`config.mk`:
```
export PLATFORM = sky130hd
export DESIGN_NAME = act_fifo
export DESIGN_NICKNAME = d
export VERILOG_FILES = /design/src/hw/act_pkg.sv /design/src/hw/act_fifo.sv
export SDC_FILE = /design/constraint.sdc
export NUM_CORES = 1
export LEC_CHECK = 0
export BUFFER_PORTS_ARGS = -buffer_cell sky130_fd_sc_hd__buf_2
export CAP_MARGIN = 20
export CELL_PAD_IN_SITES_DETAIL_PLACEMENT = 1
export CELL_PAD_IN_SITES_GLOBAL_PLACEMENT = 1
export CORE_MARGIN = 2
export CORE_UTILIZATION = 51
export DETAILED_ROUTE_END_ITERATION = 8
export PLACE_DENSITY = 0.8
export SYNTH_ARGS = -nofsm -noshare
export SYNTH_HDL_FRONTEND = slang
export SYNTH_SLANG_ARGS = --single-unit
```
`constraint.sdc`:
```
create_clock -name clk_i -period 3.7 [get_ports clk_i]
set_input_delay 0.74 -clock clk_i [delete_from_list [all_inputs] [get_ports clk_i]]
set_output_delay 0.74 -clock clk_i [all_outputs]
set_load 0.05 [all_outputs]
```
`src/hw/act_pkg.sv`:
```
// Shared widths and packed types for the activation stage.
// The configuration struct is quasi-static and may change only while both ports are idle.
`default_nettype none

package act_pkg;

  localparam int WI                   = 8;   // Activation width.
  localparam int GELU_CONSTANTS_WIDTH = 16;  // Width of one, b and c.
  localparam int GELU_OUT_WIDTH       = 32;  // Polynomial and product width.
  localparam int EMS                  = 8;   // Epsilon multiplier and shift width.

  // GELU constants and requantization settings, 96 bits in total.
  typedef struct packed {
    logic signed [GELU_CONSTANTS_WIDTH-1:0] one;      // Constant added to the erf term.
    logic signed [GELU_CONSTANTS_WIDTH-1:0] b;        // Polynomial offset, negative.
    logic signed [GELU_CONSTANTS_WIDTH-1:0] c;        // Polynomial constant.
    logic signed [EMS-1:0]                  eps_mult; // Requantization multiplier.
    logic        [EMS-1:0]                  right_shift; // Non-negative shift.
    logic        [GELU_OUT_WIDTH-1:0]       add;      // Output offset.
  } gelu_cfg_t;

  // One activation element with its end-of-row flag.
  typedef struct packed {
    logic signed [WI-1:0] data;
    logic                 last;
  } act_word_t;

endpackage

`default_nettype wire

```
`src/hw/act_fifo.sv`:
```
// Synchronous FIFO of activation words. FIFO_DEPTH must be a power of two, 2 or more.
// Push while full and pop while empty are ignored.
`timescale 1ns/1ps
`default_nettype none

module act_fifo
  import act_pkg::*;
#(
  parameter int FIFO_DEPTH = 4
) (
  input  wire logic      clk_i,
  input  wire logic      rst_i,
  input  wire logic      push_i,
  input  wire act_word_t push_word_i,
  output logic           full_o,
  input  wire logic      pop_i,
  output act_word_t      head_word_o,
  output logic           empty_o
);

  localparam int AW = $clog2(FIFO_DEPTH);

  act_word_t     mem_q [FIFO_DEPTH];  // Storage array.
  logic [AW:0]   wr_ptr_q;            // Extra bit tells full from empty.
  logic [AW:0]   rd_ptr_q;
  logic          do_push;
  logic          do_pop;

  assign empty_o = (wr_ptr_q == rd_ptr_q);
  assign full_o  = (wr_ptr_q[AW] != rd_ptr_q[AW]) &&
                   (wr_ptr_q[AW-1:0] == rd_ptr_q[AW-1:0]);

  assign do_push = push_i && !full_o;
  assign do_pop  = pop_i && !empty_o;

  // Pointers are control state and are cleared by reset.
  always_ff @(posedge clk_i) begin
    if (rst_i) begin
      wr_ptr_q <= '0;
      rd_ptr_q <= '0;
    end else begin
      if (do_push) begin
        wr_ptr_q <= wr_ptr_q + 1'b1;
      end
      if (do_pop) begin
        rd_ptr_q <= rd_ptr_q + 1'b1;
      end
    end
  end

  always_ff @(posedge clk_i) begin
    if (do_push) begin
      mem_q[wr_ptr_q[AW-1:0]] <= push_word_i;
    end
  end

  assign head_word_o = mem_q[rd_ptr_q[AW-1:0]];  // Only meaningful when not empty.

endmodule

`default_nettype wire

```
== Yosys cells after proc, flatten, opt, wreduce, memory -nomap -nowiden ==
Memories as Yosys holds them, arrays and structs flattened. A register that Yosys moved wholly into a read port is not among the register bits.
Index checks and enable logic that the tools add are counted.
Cells by class
  add/subtract/negate cells: 2
  multipliers: 0
  div/mod/pow operators: 0
  order comparisons: 0
  eq/ne operators: 3
  shift operators: 0
  multiplexer cells: 4
  bitwise gates (word level): 0
  reductions and logical operators: 5
Operators by type and width (number)
  adder 3 x 1 -> 3 bit, second input constant: 2
  two-way mux 2 bit: 2
  equality test 3 bit: 1
  logical AND 1 bit: 3
  equality test 2 bit: 1
  logical NOT 1 bit: 2
  two-way mux 1 bit: 2
  != test 1 bit: 1
Word-level totals
  flip-flop bits (word level): 6
  bits in latches: 0
  memory bits (writable): 36
  ROM bits: 0
  memories kept: 1
Memory list
  mem_q: depth 4, width 9, read ports 1, clocked after Yosys merged registers in 1, wr ports 1, RTL line act_fifo.sv:23  | act_word_t mem_q [FIFO_DEPTH];

== Longest topological paths before layout ==
Gate-level depths: netlist (run 1).
  word-level depth: 6
  depth in mapped cells: 5
  depth with buffers taken out: 4

== Worst setup path after synthesis (run 1) ==
OpenSTA, ideal clock, no wires.
  path kind: register -> output
  from: reg wr_ptr_q[1]
  to: out empty_o
  arrival time: 1.640 ns
  data required time: 2.960 ns
  slack: 1.320 ns
  cell stages (with the launch flop): 5
  path buffers: 1
  path through: dfxtp_1 > buf_6 > xnor2_1 > nand2_1 > nor2_1
Between the ends
  longest elaborated chain between the ends: 1
Ends and longest elaborated chain
  from (decl): RTL line act_fifo.sv:24  | logic [AW:0] wr_ptr_q;
  from (signal assigned): RTL line act_fifo.sv:43  | wr_ptr_q <= wr_ptr_q + 1'b1;
  equality test 3 bit: RTL line act_fifo.sv:29  | assign empty_o = (wr_ptr_q == rd_ptr_q);
  to (decl): RTL line act_fifo.sv:18  | output logic empty_o
No other way between the ends.

== Worst setup path in the final report (run 1) ==
  from: reg wr_ptr_q[0]
  to: out full_o
Between the ends
  longest elaborated chain between the ends: 2
Ends and longest elaborated chain
  equality test 2 bit: RTL line act_fifo.sv:31  | (wr_ptr_q[AW-1:0] == rd_ptr_q[AW-1:0]);
  logical AND 1 bit: RTL line act_fifo.sv:30  | assign full_o = (wr_ptr_q[AW] != rd_ptr_q[AW]) &&
  to (decl): RTL line act_fifo.sv:15  | output logic full_o,
No other way between the ends.

==> results of run 1 <==
==> cells in the mapped netlist (all sizes together) (4+ instances only) <==
library cell	count
edfxtp	36
mux4	9
dfxtp	8
ha	5
nand2	5
o211ai	5
a31oi	4
inv	4
nor3b	4
o21ai	4
==> power by group through the flow <==
stage | Sequential (mW) | Clock (mW) | Combinational, mW
4_1_cts | 0.726 | 0.308 | 0.668
2_1_floorplan | 0.671 | 0 | 0.574
3_3_place_gp | 0.727 | 0 | 0.649
6_report | 0.723 | 0.301 | 0.660
3_5_place_dp | 0.738 | 0 | 0.668
5_1_grt | 0.743 | 0.330 | 0.702
==> logic make-up after synthesis <==
logic type,Yosys count,share of synthesized area [%]
mux,9,10.8
fa+ha+maj,5,3.34
buf+inv,9,3.00
simple gates,23,6.94
xor+xnor,6,2.80
flops,44,66.2
compound gates,19,6.88
==> per-stage QoR <==
step	hold slack [ps]	instance area (um^2)	utilization, %	cells	worst slack (ps)
finish	553	2110	58.4	190	1090
global route	586	2110	58.4	190	907
CTS	554	2110	58.4	190	1070
detailed placement	544	2020	55.9	182	1400
global placement	524	2020	55.9	182	1430
floorplan	494	1870	-	115	1320
==> worst max-delay path: stages (launching register included) <==
cell and delay [ps]:
dfxtp_1 400, xnor2_1 520, nand2_1 230, nor2_1 150
buf_2 270
==> per-layer routing <==
layer  track usage [%]  wire length, um  vias up
li1                  -                -      506
met5                 0                0        -
met2              35.2             1940       26
met3              5.56              144        3
met4              4.79               29        0
met1              25.3             1550      543
==> flip-flops by register name, indices dropped and copies added, names as in the netlist, named ones only <==
name and count:
mem_q 36, rd_ptr_q 3, wr_ptr_q 3
==> layout make-up <==
| class | count | share of cell area (%) |
|---|---|---|
| inverter | 4 | 0.713 |
| tap | 48 | 2.85 |
| clock buffer | 7 | 4.10 |
| multi-input combinational | 62 | 27.4 |
| clock inverter | 1 | 0.178 |
| sequential | 44 | 58.9 |
| timing repair buffer | 24 | 5.82 |
==> worst min path at each step <==
stage	startpoint	to	slack, ps	cells after the start
floorplan	rd_ptr_q[2]$_SDFFE_PP0P_	rd_ptr_q[2]$_SDFFE_PP0P_	490	2
global placement	wr_ptr_q[2]$_SDFFE_PP0P_	wr_ptr_q[2]$_SDFFE_PP0P_	520	2
detailed placement	wr_ptr_q[2]$_SDFFE_PP0P_	wr_ptr_q[2]$_SDFFE_PP0P_	540	2
CTS	wr_ptr_q[2]$_SDFFE_PP0P_	wr_ptr_q[2]$_SDFFE_PP0P_	550	2
global route	rd_ptr_q[2]$_SDFFE_PP0P_	rd_ptr_q[2]$_SDFFE_PP0P_	590	2
finish	wr_ptr_q[2]$_SDFFE_PP0P_	wr_ptr_q[2]$_SDFFE_PP0P_	550	2
==> layout by cell type, fill, tap and decap left out <==
cell	instances
and3_1	1
xor2_1	3
a31oi_1	4
nand2_1	5
edfxtp_1	36
o211ai_1	5
nor3b_1	4
clkbuf_1	1
dfxtp_1	8
nor2_1	2
clkinv_1	1
o21ai_0	4
nand3_1	3
buf_2	23
nand3b_1	1
xnor2_1	3
a211o_2	1
a211o_1	1
nand4_1	2
or3_1	1
buf_4	1
a41oi_1	2
clkbuf_8	6
or4_1	1
mux4_2	9
and2_1	3
inv_1	4
a21oi_1	2
ha_1	5
==> metrics, run 1 <==
register area=0.00124 mm^2; Final Setup Violations=0; initial antenna violation count=0; Seq/Total Area, Yosys=66.2%; Worst Hold Class=register to register; vias in the first global route=1093; gr usage total=20.2%; die footprint=0.00418 mm^2; clock share of power=17.9%; initial drt markers=77; I/O pin count=24; Comb pwr share=39.2%; Avg Inst Size Synth=16.3 um^2; TritonCTS Sinks=44; Vias=1078; Longest Clk Path Bufs=2; largest net degree at the start of global routing=14; Cell Area, Synth=0.00187 mm^2; status=finished, final reports clean; crit path from=wr_ptr_q[0]$_SDFFE_PP0P_; register-to-register setup slack=1730 ps; first-pass GRT wire length=6030 um; post-synthesis cell count=around 120; CP Data Arrival Time=1870 ps; Inserted Clock Buffers=5; final net count=approximately 160; Hold Buf Count CTS=0; total wire length=about 3700 um; Max IR drop VDD=0.543 mV; final antenna-violating net count=0; postcts setup bufs=0; Synth Flop Type=edfxtp_1; Sw Pwr=0.697 mW; Flop pwr share=42.9%; post-CTS resize count=0; Fin. Hold Viols=0; critical path class=register to primary output; skew final=5.93 ps; Internal Power=0.987 mW; layout cells sized above 1=28.2%; clock-pin slew on the worst setup and hold paths=80 ps; critical path endpoint=full_o; ANT cells=0; Placer Congestion=0.802; multi-input combinational cell area=577 um^2; HPWL after DPL=2720 um; first-pass iteration count of the detailed router=4; flops & latches, synth=44; Reg2Reg Depth=3; Switching Share=roughly 41%; FMAX=383 MHz; Tightest Pin Transition=~590 ps; pwr dens=800 mW/mm^2; Yosys cell types=29; clock root cell=clkbuf_8; number of vias per cell=5.67; Tcrit/Tclk final=70.6%; post-route minimum period=2610 ps; reg-to-reg startpoint=wr_ptr_q[1]$_SDFFE_PP0P_; Mapped Nets=133; Worst EP required=2960 ps; Yosys top cell by area=edfxtp_1; Leak=0.725 nW; fillers=353; CP Capture Type=primary output; average wire per standard cell=between 15 and 20 um; R2R Path End=mem_q[2][2]$_DFFE_PP_; GR Overflow Total=0; Horiz. Die Dim=about 65 um; Final Power=1.68 mW; H-tree depth=2; Rel. slew slack=60.1%; Max Cap Viol=0; synth warn=0; RSZ-0062 raised after global routing=no; Clock Latency Late Sink=between 200 and 300 ps; CTS tree=done; DRC=0; Starting Density=a little over 50%; Startpoint Class=register; buffers added on ports=23; Row Count=22; fin. max-slew vios=0; share of flip-flops with an asynchronous set or reset=0%; Area Growth Syn to Fin=12.3%; largest cells by area after synthesis=edfxtp_1, mux4_2, dfxtp_1; area of the core=0.00361 mm^2; die height=64.6 um; final setup TNS=0 ps; crit-path max FO=8; Yosys top cell area share=~58%; number of synthesized flops with an enable pin=36
Power figures use the tool's default switching activity.
==> run 2: changes to the inputs <==
--- a/config.mk
+++ b/config.mk
@@ -10,9 +10,9 @@
 export CELL_PAD_IN_SITES_DETAIL_PLACEMENT = 1
 export CELL_PAD_IN_SITES_GLOBAL_PLACEMENT = 1
 export CORE_MARGIN = 2
-export CORE_UTILIZATION = 51
+export CORE_UTILIZATION = 47
 export DETAILED_ROUTE_END_ITERATION = 8
-export PLACE_DENSITY = 0.8
+export PLACE_DENSITY = 0.74
 export SYNTH_ARGS = -nofsm -noshare
 export SYNTH_HDL_FRONTEND = slang
 export SYNTH_SLANG_ARGS = --single-unit
==> constraint.sdc (replaced) <==
create_clock -name clk_i -period 2.58 [get_ports clk_i]
set_input_delay 0.516 -clock clk_i [delete_from_list [all_inputs] [get_ports clk_i]]
set_output_delay 0.516 -clock clk_i [all_outputs]
set_load 0.05 [all_outputs]
==> run 2 against run 1 <==
  * Routed wire length is 3.4% lower
  * Clock power increased by 35%
  * Final area up 0.24%
  * Worst hold slack got worse by 120 ps
  * Power up 43%
  * Critical endpoint is now empty_o
  * Register-to-register slack worse by 1000 ps
==> metrics, run 2 (synthesis gave the netlist of run 1 again) <==
status=finished, final reports clean; Tcrit/Tclk final=between 80% and 90%; final setup TNS=0 ps; Horiz. Die Dim=67.2 um; Rel. slew slack=62.6%; Setup WS pre-CTS=518 ps; Vias=1064; Max IR drop VDD=0.793 mV; RSZ-0062 raised after global routing=no; clock root cell=clkbuf_8; Leak=0.728 nW; I/O pin count=24; CP Data Arrival Time=1790 ps; skew final=4.81 ps; post-layout util=56.4%; Inserted Clock Buffers=5; vias in the first global route=1148; CTS tree=done; post-route minimum period=2310 ps; Reg2Reg Depth=3; total wire length=approximately 3500 um; Final Setup Violations=0; Fin. Hold Viols=0; Max Cap Viol=0; Placer Congestion=0.815; GR Overflow Total=0; Clock Latency Late Sink=300 ps; Starting Density=50.1%; H-tree depth=2; final instance area=roughly 0.0021 mm^2; Slowest cell on crit path=xnor2_1; Hold Buf Count CTS=0; fin worst setup slack=274 ps; Area Growth Syn to Fin=12.6%; crit-path max FO=9; die height=between 60 and 70 um; average wire per standard cell=18.5 um; Cell Chain, Critical Path=xnor2_1 > nand2_1 > nor2_1 > buf_2; buffers added on ports=23; clock-pin slew on the worst setup and hold paths=70 ps; dpl cell area=approximately 0.0020 mm^2; Row Count=22; ANT cells=0; die footprint=0.00451 mm^2; largest net degree at the start of global routing=13; FMAX=about 430 MHz; first-pass GRT wire length=5560 um; Worst Hold Class=input port to register; Startpoint Class=register; first-pass iteration count of the detailed router=4; Placed Cells=183; commonest non-fill, non-tap cell in the layout=edfxtp_1; TritonCTS Sinks=44; DRC=0; worst stage delay on the critical path=470 ps; final antenna-violating net count=0; gr usage total=17.9%; initial drt markers=a little under 60; max reg flops=36; pwr dens=1140 mW/mm^2; HPWL after DPL=roughly 2500 um; area of the core=~0.0037 mm^2; fin cells=191; initial antenna violation count=0; final net count=160; number of vias per cell=about 5.6; CP Capture Type=primary output; commonest non-fill, non-tap cells in the layout=edfxtp_1, buf_2, mux4_2; fin. max-slew vios=0; Longest Clk Path Bufs=2; critical path class=register to primary output; Tightest Pin Transition=557 ps; layout cells sized above 1=28.7%; Worst EP required=slightly above 2000 ps; hold path depth=1
==> run 2: cell types whose count changed in the layout (fill, tap and decap cells not counted) <==
cell	change
clkbuf_1	+1
xnor2_2	+1
buf_4	+1
clkbuf_8	-1
xnor2_1	-1
==> run 2: worst paths after layout <==
check	from	to	slack (ps)
max	wr_ptr_q[1]$_SDFFE_PP0P_	empty_o	270
min	push_word_i[7]	mem_q[0][7]$_DFFE_PP_	430
max reg2reg	wr_ptr_q[1]$_SDFFE_PP0P_	mem_q[1][0]$_DFFE_PP_	700
min reg2reg	rd_ptr_q[2]$_SDFFE_PP0P_	rd_ptr_q[2]$_SDFFE_PP0P_	570
==> run 2: power by group <==
group | switching, mW | internal [mW] | total (mW) | leakage, nW
clock network | 0.216 | 0.188 | 0.405 | 0.0399
logic | 0.688 | 0.313 | 1.00 | 0.292
registers | 0.0929 | 0.905 | 0.998 | 0.396
==> run 2: repair_timing <==
action                                  CTS  global route
gates resized for setup                   0             1
buffers inserted                          0             0
endpoints found under the setup margin    0             1
==> run 2: cell type report <==
class                      instances  area (um^2)
fill                             376         1630
clock inverter                     1         3.75
tap                               48         60.1
multi-input combinational         62          584
sequential                        44         1240
timing repair buffer              25          130
clock buffer                       7         76.3
inverter                           4         15.0
==> run 2: through the flow <==
step	hold slack [ps]	power [mW]
5_1_grt	424	2.54
4_1_cts	418	2.43
3_5_place_dp	540	2.02
6_report	431	2.40
3_3_place_gp	531	1.99
2_1_floorplan	494	1.79
==> run 2: critical path: cells and delay by family (launching register included) <==
family | cells | cell delay [ps]
flip-flops | 1 | 410
XOR/XNOR | 1 | 470
buffers and inverters | 1 | 270
AND/OR/NAND/NOR | 2 | 340
==> run 2: metal layers <==
layer | GRT usage, % | vias up | share of wire [%]
met5 | 0 | - | 0
met4 | 9.44 | 0 | 2.0
met3 | 4.83 | 6 | 3.6
met2 | 32.2 | 22 | 54
met1 | 19.1 | 531 | 40
li1 | - | 505 | -
==> run 3: changes to the inputs <==
--- a/config.mk
+++ b/config.mk
@@ -13,6 +13,7 @@
 export CORE_UTILIZATION = 47
 export DETAILED_ROUTE_END_ITERATION = 8
 export PLACE_DENSITY = 0.74
+export RECOVER_POWER = 100
 export SYNTH_ARGS = -nofsm -noshare
 export SYNTH_HDL_FRONTEND = slang
 export SYNTH_SLANG_ARGS = --single-unit
==> run 3 against run 2 <==
  * Worst hold slack improved by 38 ps
  * First-iteration DRC count down 6.9%
  * Power decreased by 0.31%
  * Clock power about the same
  * Routed wire length decreased by 0.96%
  * Clock-buffer cell count is the same
  * Global-route usage unchanged
  * Critical endpoint unchanged
  * Non-clock buffer count stayed put
  * Die area unchanged
  * Final cell count stayed put
==> metrics, run 3 (synthesis gave the netlist of run 1 again) <==
status=finished, final reports clean; CP Data Arrival Time=1810 ps; die height=67.2 um; post-layout util=55.9%; fin cells=191; clock share of power=approximately 17%; post-route minimum period=2320 ps; final antenna-violating net count=0; Internal Power=1.39 mW; Placer Congestion=0.815; Flop pwr share=around two fifths; Startpoint Class=register; HPWL after DPL=roughly 2500 um; final setup TNS=0 ps; TritonCTS Sinks=44; Row Count=22; FMAX=430 MHz; CP Capture Type=primary output; largest net degree at the start of global routing=13; Starting Density=50.1%; initial antenna violation count=0; Sw Pwr=roughly 1.0 mW; clock root cell=clkbuf_8; die footprint=between 0.004 and 0.005 mm^2; final instance area=0.00209 mm^2; initial drt markers=54; Max IR drop VDD=0.788 mV; Horiz. Die Dim=around 67 um; CTS tree=done; commonest non-fill, non-tap cells in the layout=edfxtp_1, clkbuf_1, clkbuf_2; area of the core=0.00374 mm^2; Rel. slew slack=53.1%; dpl cell area=0.00202 mm^2; buffers added on ports=23; critical path class=register to primary output; Worst Hold Class=input port to register; average wire per standard cell=18.3 um; total wire length=3500 um; gr usage total=approximately 18%; layout cells sized above 1=between 20% and 30%; Fin. Hold Viols=0; Tcrit/Tclk final=90.1%; clock-pin slew on the worst setup and hold paths=80 ps; fillers=377; pwr dens=around 1100 mW/mm^2; Clock Latency Late Sink=300 ps; number of vias per cell=around 5.5; GR Overflow Total=0; Vias=between 1k and 1.5k; RSZ-0062 raised after global routing=no; ANT cells=0; Inserted Clock Buffers=5; Longest Clk Path Bufs=2; Worst EP required=between 2000 and 2500 ps; Switching Share=41.8%; Placed Cells=183; first-pass GRT wire length=between 5000 and 6000 um; H-tree depth=2; fin worst setup slack=between 200 and 300 ps; crit-path max FO=9; fin. max-slew vios=0; Final Setup Violations=0; Area Growth Syn to Fin=11.7%; skew final=4.92 ps; Leak=0.697 nW; Max Cap Viol=0; vias in the first global route=1148; Comb pwr share=approximately 41%; final net count=160; max reg flops=36; I/O pin count=24; Setup WS pre-CTS=between 500 and 600 ps; Hold Buf Count CTS=0; commonest non-fill, non-tap cell in the layout=edfxtp_1; Tightest Pin Transition=around 700 ps; first-pass iteration count of the detailed router=4; DRC=0
==> run 3: cell count changes in the layout (fill, tap and decap cells not counted) <==
cell | previous run | this run
and2_0 | 0 | 3
and2_1 | 3 | 0
buf_2 | 23 | 4
buf_4 | 2 | 0
clkbuf_1 | 2 | 12
clkbuf_2 | 0 | 11
==> run 3: area by class of cell <==
cell class	instances	area, um^2	share of cell area, %
clock inverter	1	3.75	0.179
sequential	44	1240	59.3
multi-input combinational	62	584	27.9
inverter	4	15.0	0.717
clock buffer	7	76.3	3.65
tap	48	60.1	2.87
timing repair buffer	25	113	5.38
==> run 3: timing repair <==
action	4_1_cts	5_1_grt
setup endpoints to repair	0	1
setup buffers	0	0
endpoints found under the hold margin	0	0
resized for setup	0	1
==> run 3: power by group through the flow <==
| stage | combinational (mW) | sequential (mW) | clock [mW] |
|---|---|---|---|
| after floorplan | 0.824 | 0.963 | 0 |
| after global placement | 0.988 | 0.999 | 0 |
| after detailed placement | 1.01 | 1.01 | 0 |
| after CTS | 1.01 | 0.995 | 0.425 |
| after global routing | 1.07 | 1.02 | 0.443 |
| final | 0.989 | 0.999 | 0.408 |
==> run 3: critical path, stage by stage, from the launching register on <==
cell and delay (ps):
dfxtp_1 410, xnor2_1 470, nand2_1 210, nor2_1 140, clkbuf_2 280
==> run 3: worst paths after layout <==
path,startpoint,end,slack (ps),cells after the start
max,wr_ptr_q[1]$_SDFFE_PP0P_,empty_o,260,4
min,push_word_i[7],mem_q[0][7]$_DFFE_PP_,470,1
max reg2reg,wr_ptr_q[1]$_SDFFE_PP0P_,mem_q[1][0]$_DFFE_PP_,540,3
min reg2reg,rd_ptr_q[2]$_SDFFE_PP0P_,rd_ptr_q[2]$_SDFFE_PP0P_,560,2
==> run 3: per-layer routing <==
| metal | global-route usage (%) | up-vias | wire length (um) |
|---|---|---|---|
| li1 | - | 505 | - |
| met1 | 19.1 | 513 | 1440 |
| met2 | 32.2 | 20 | 1870 |
| met3 | 4.83 | 5 | 122 |
| met4 | 9.44 | 0 | 71 |
| met5 | 0 | - | 0 |
==> run 3: stage by stage <==
step | hold WS [ps] | power, mW
2_1_floorplan | 494 | 1.79
3_3_place_gp | 531 | 1.99
3_5_place_dp | 540 | 2.02
4_1_cts | 418 | 2.43
5_1_grt | 478 | 2.53
6_report | 469 | 2.40
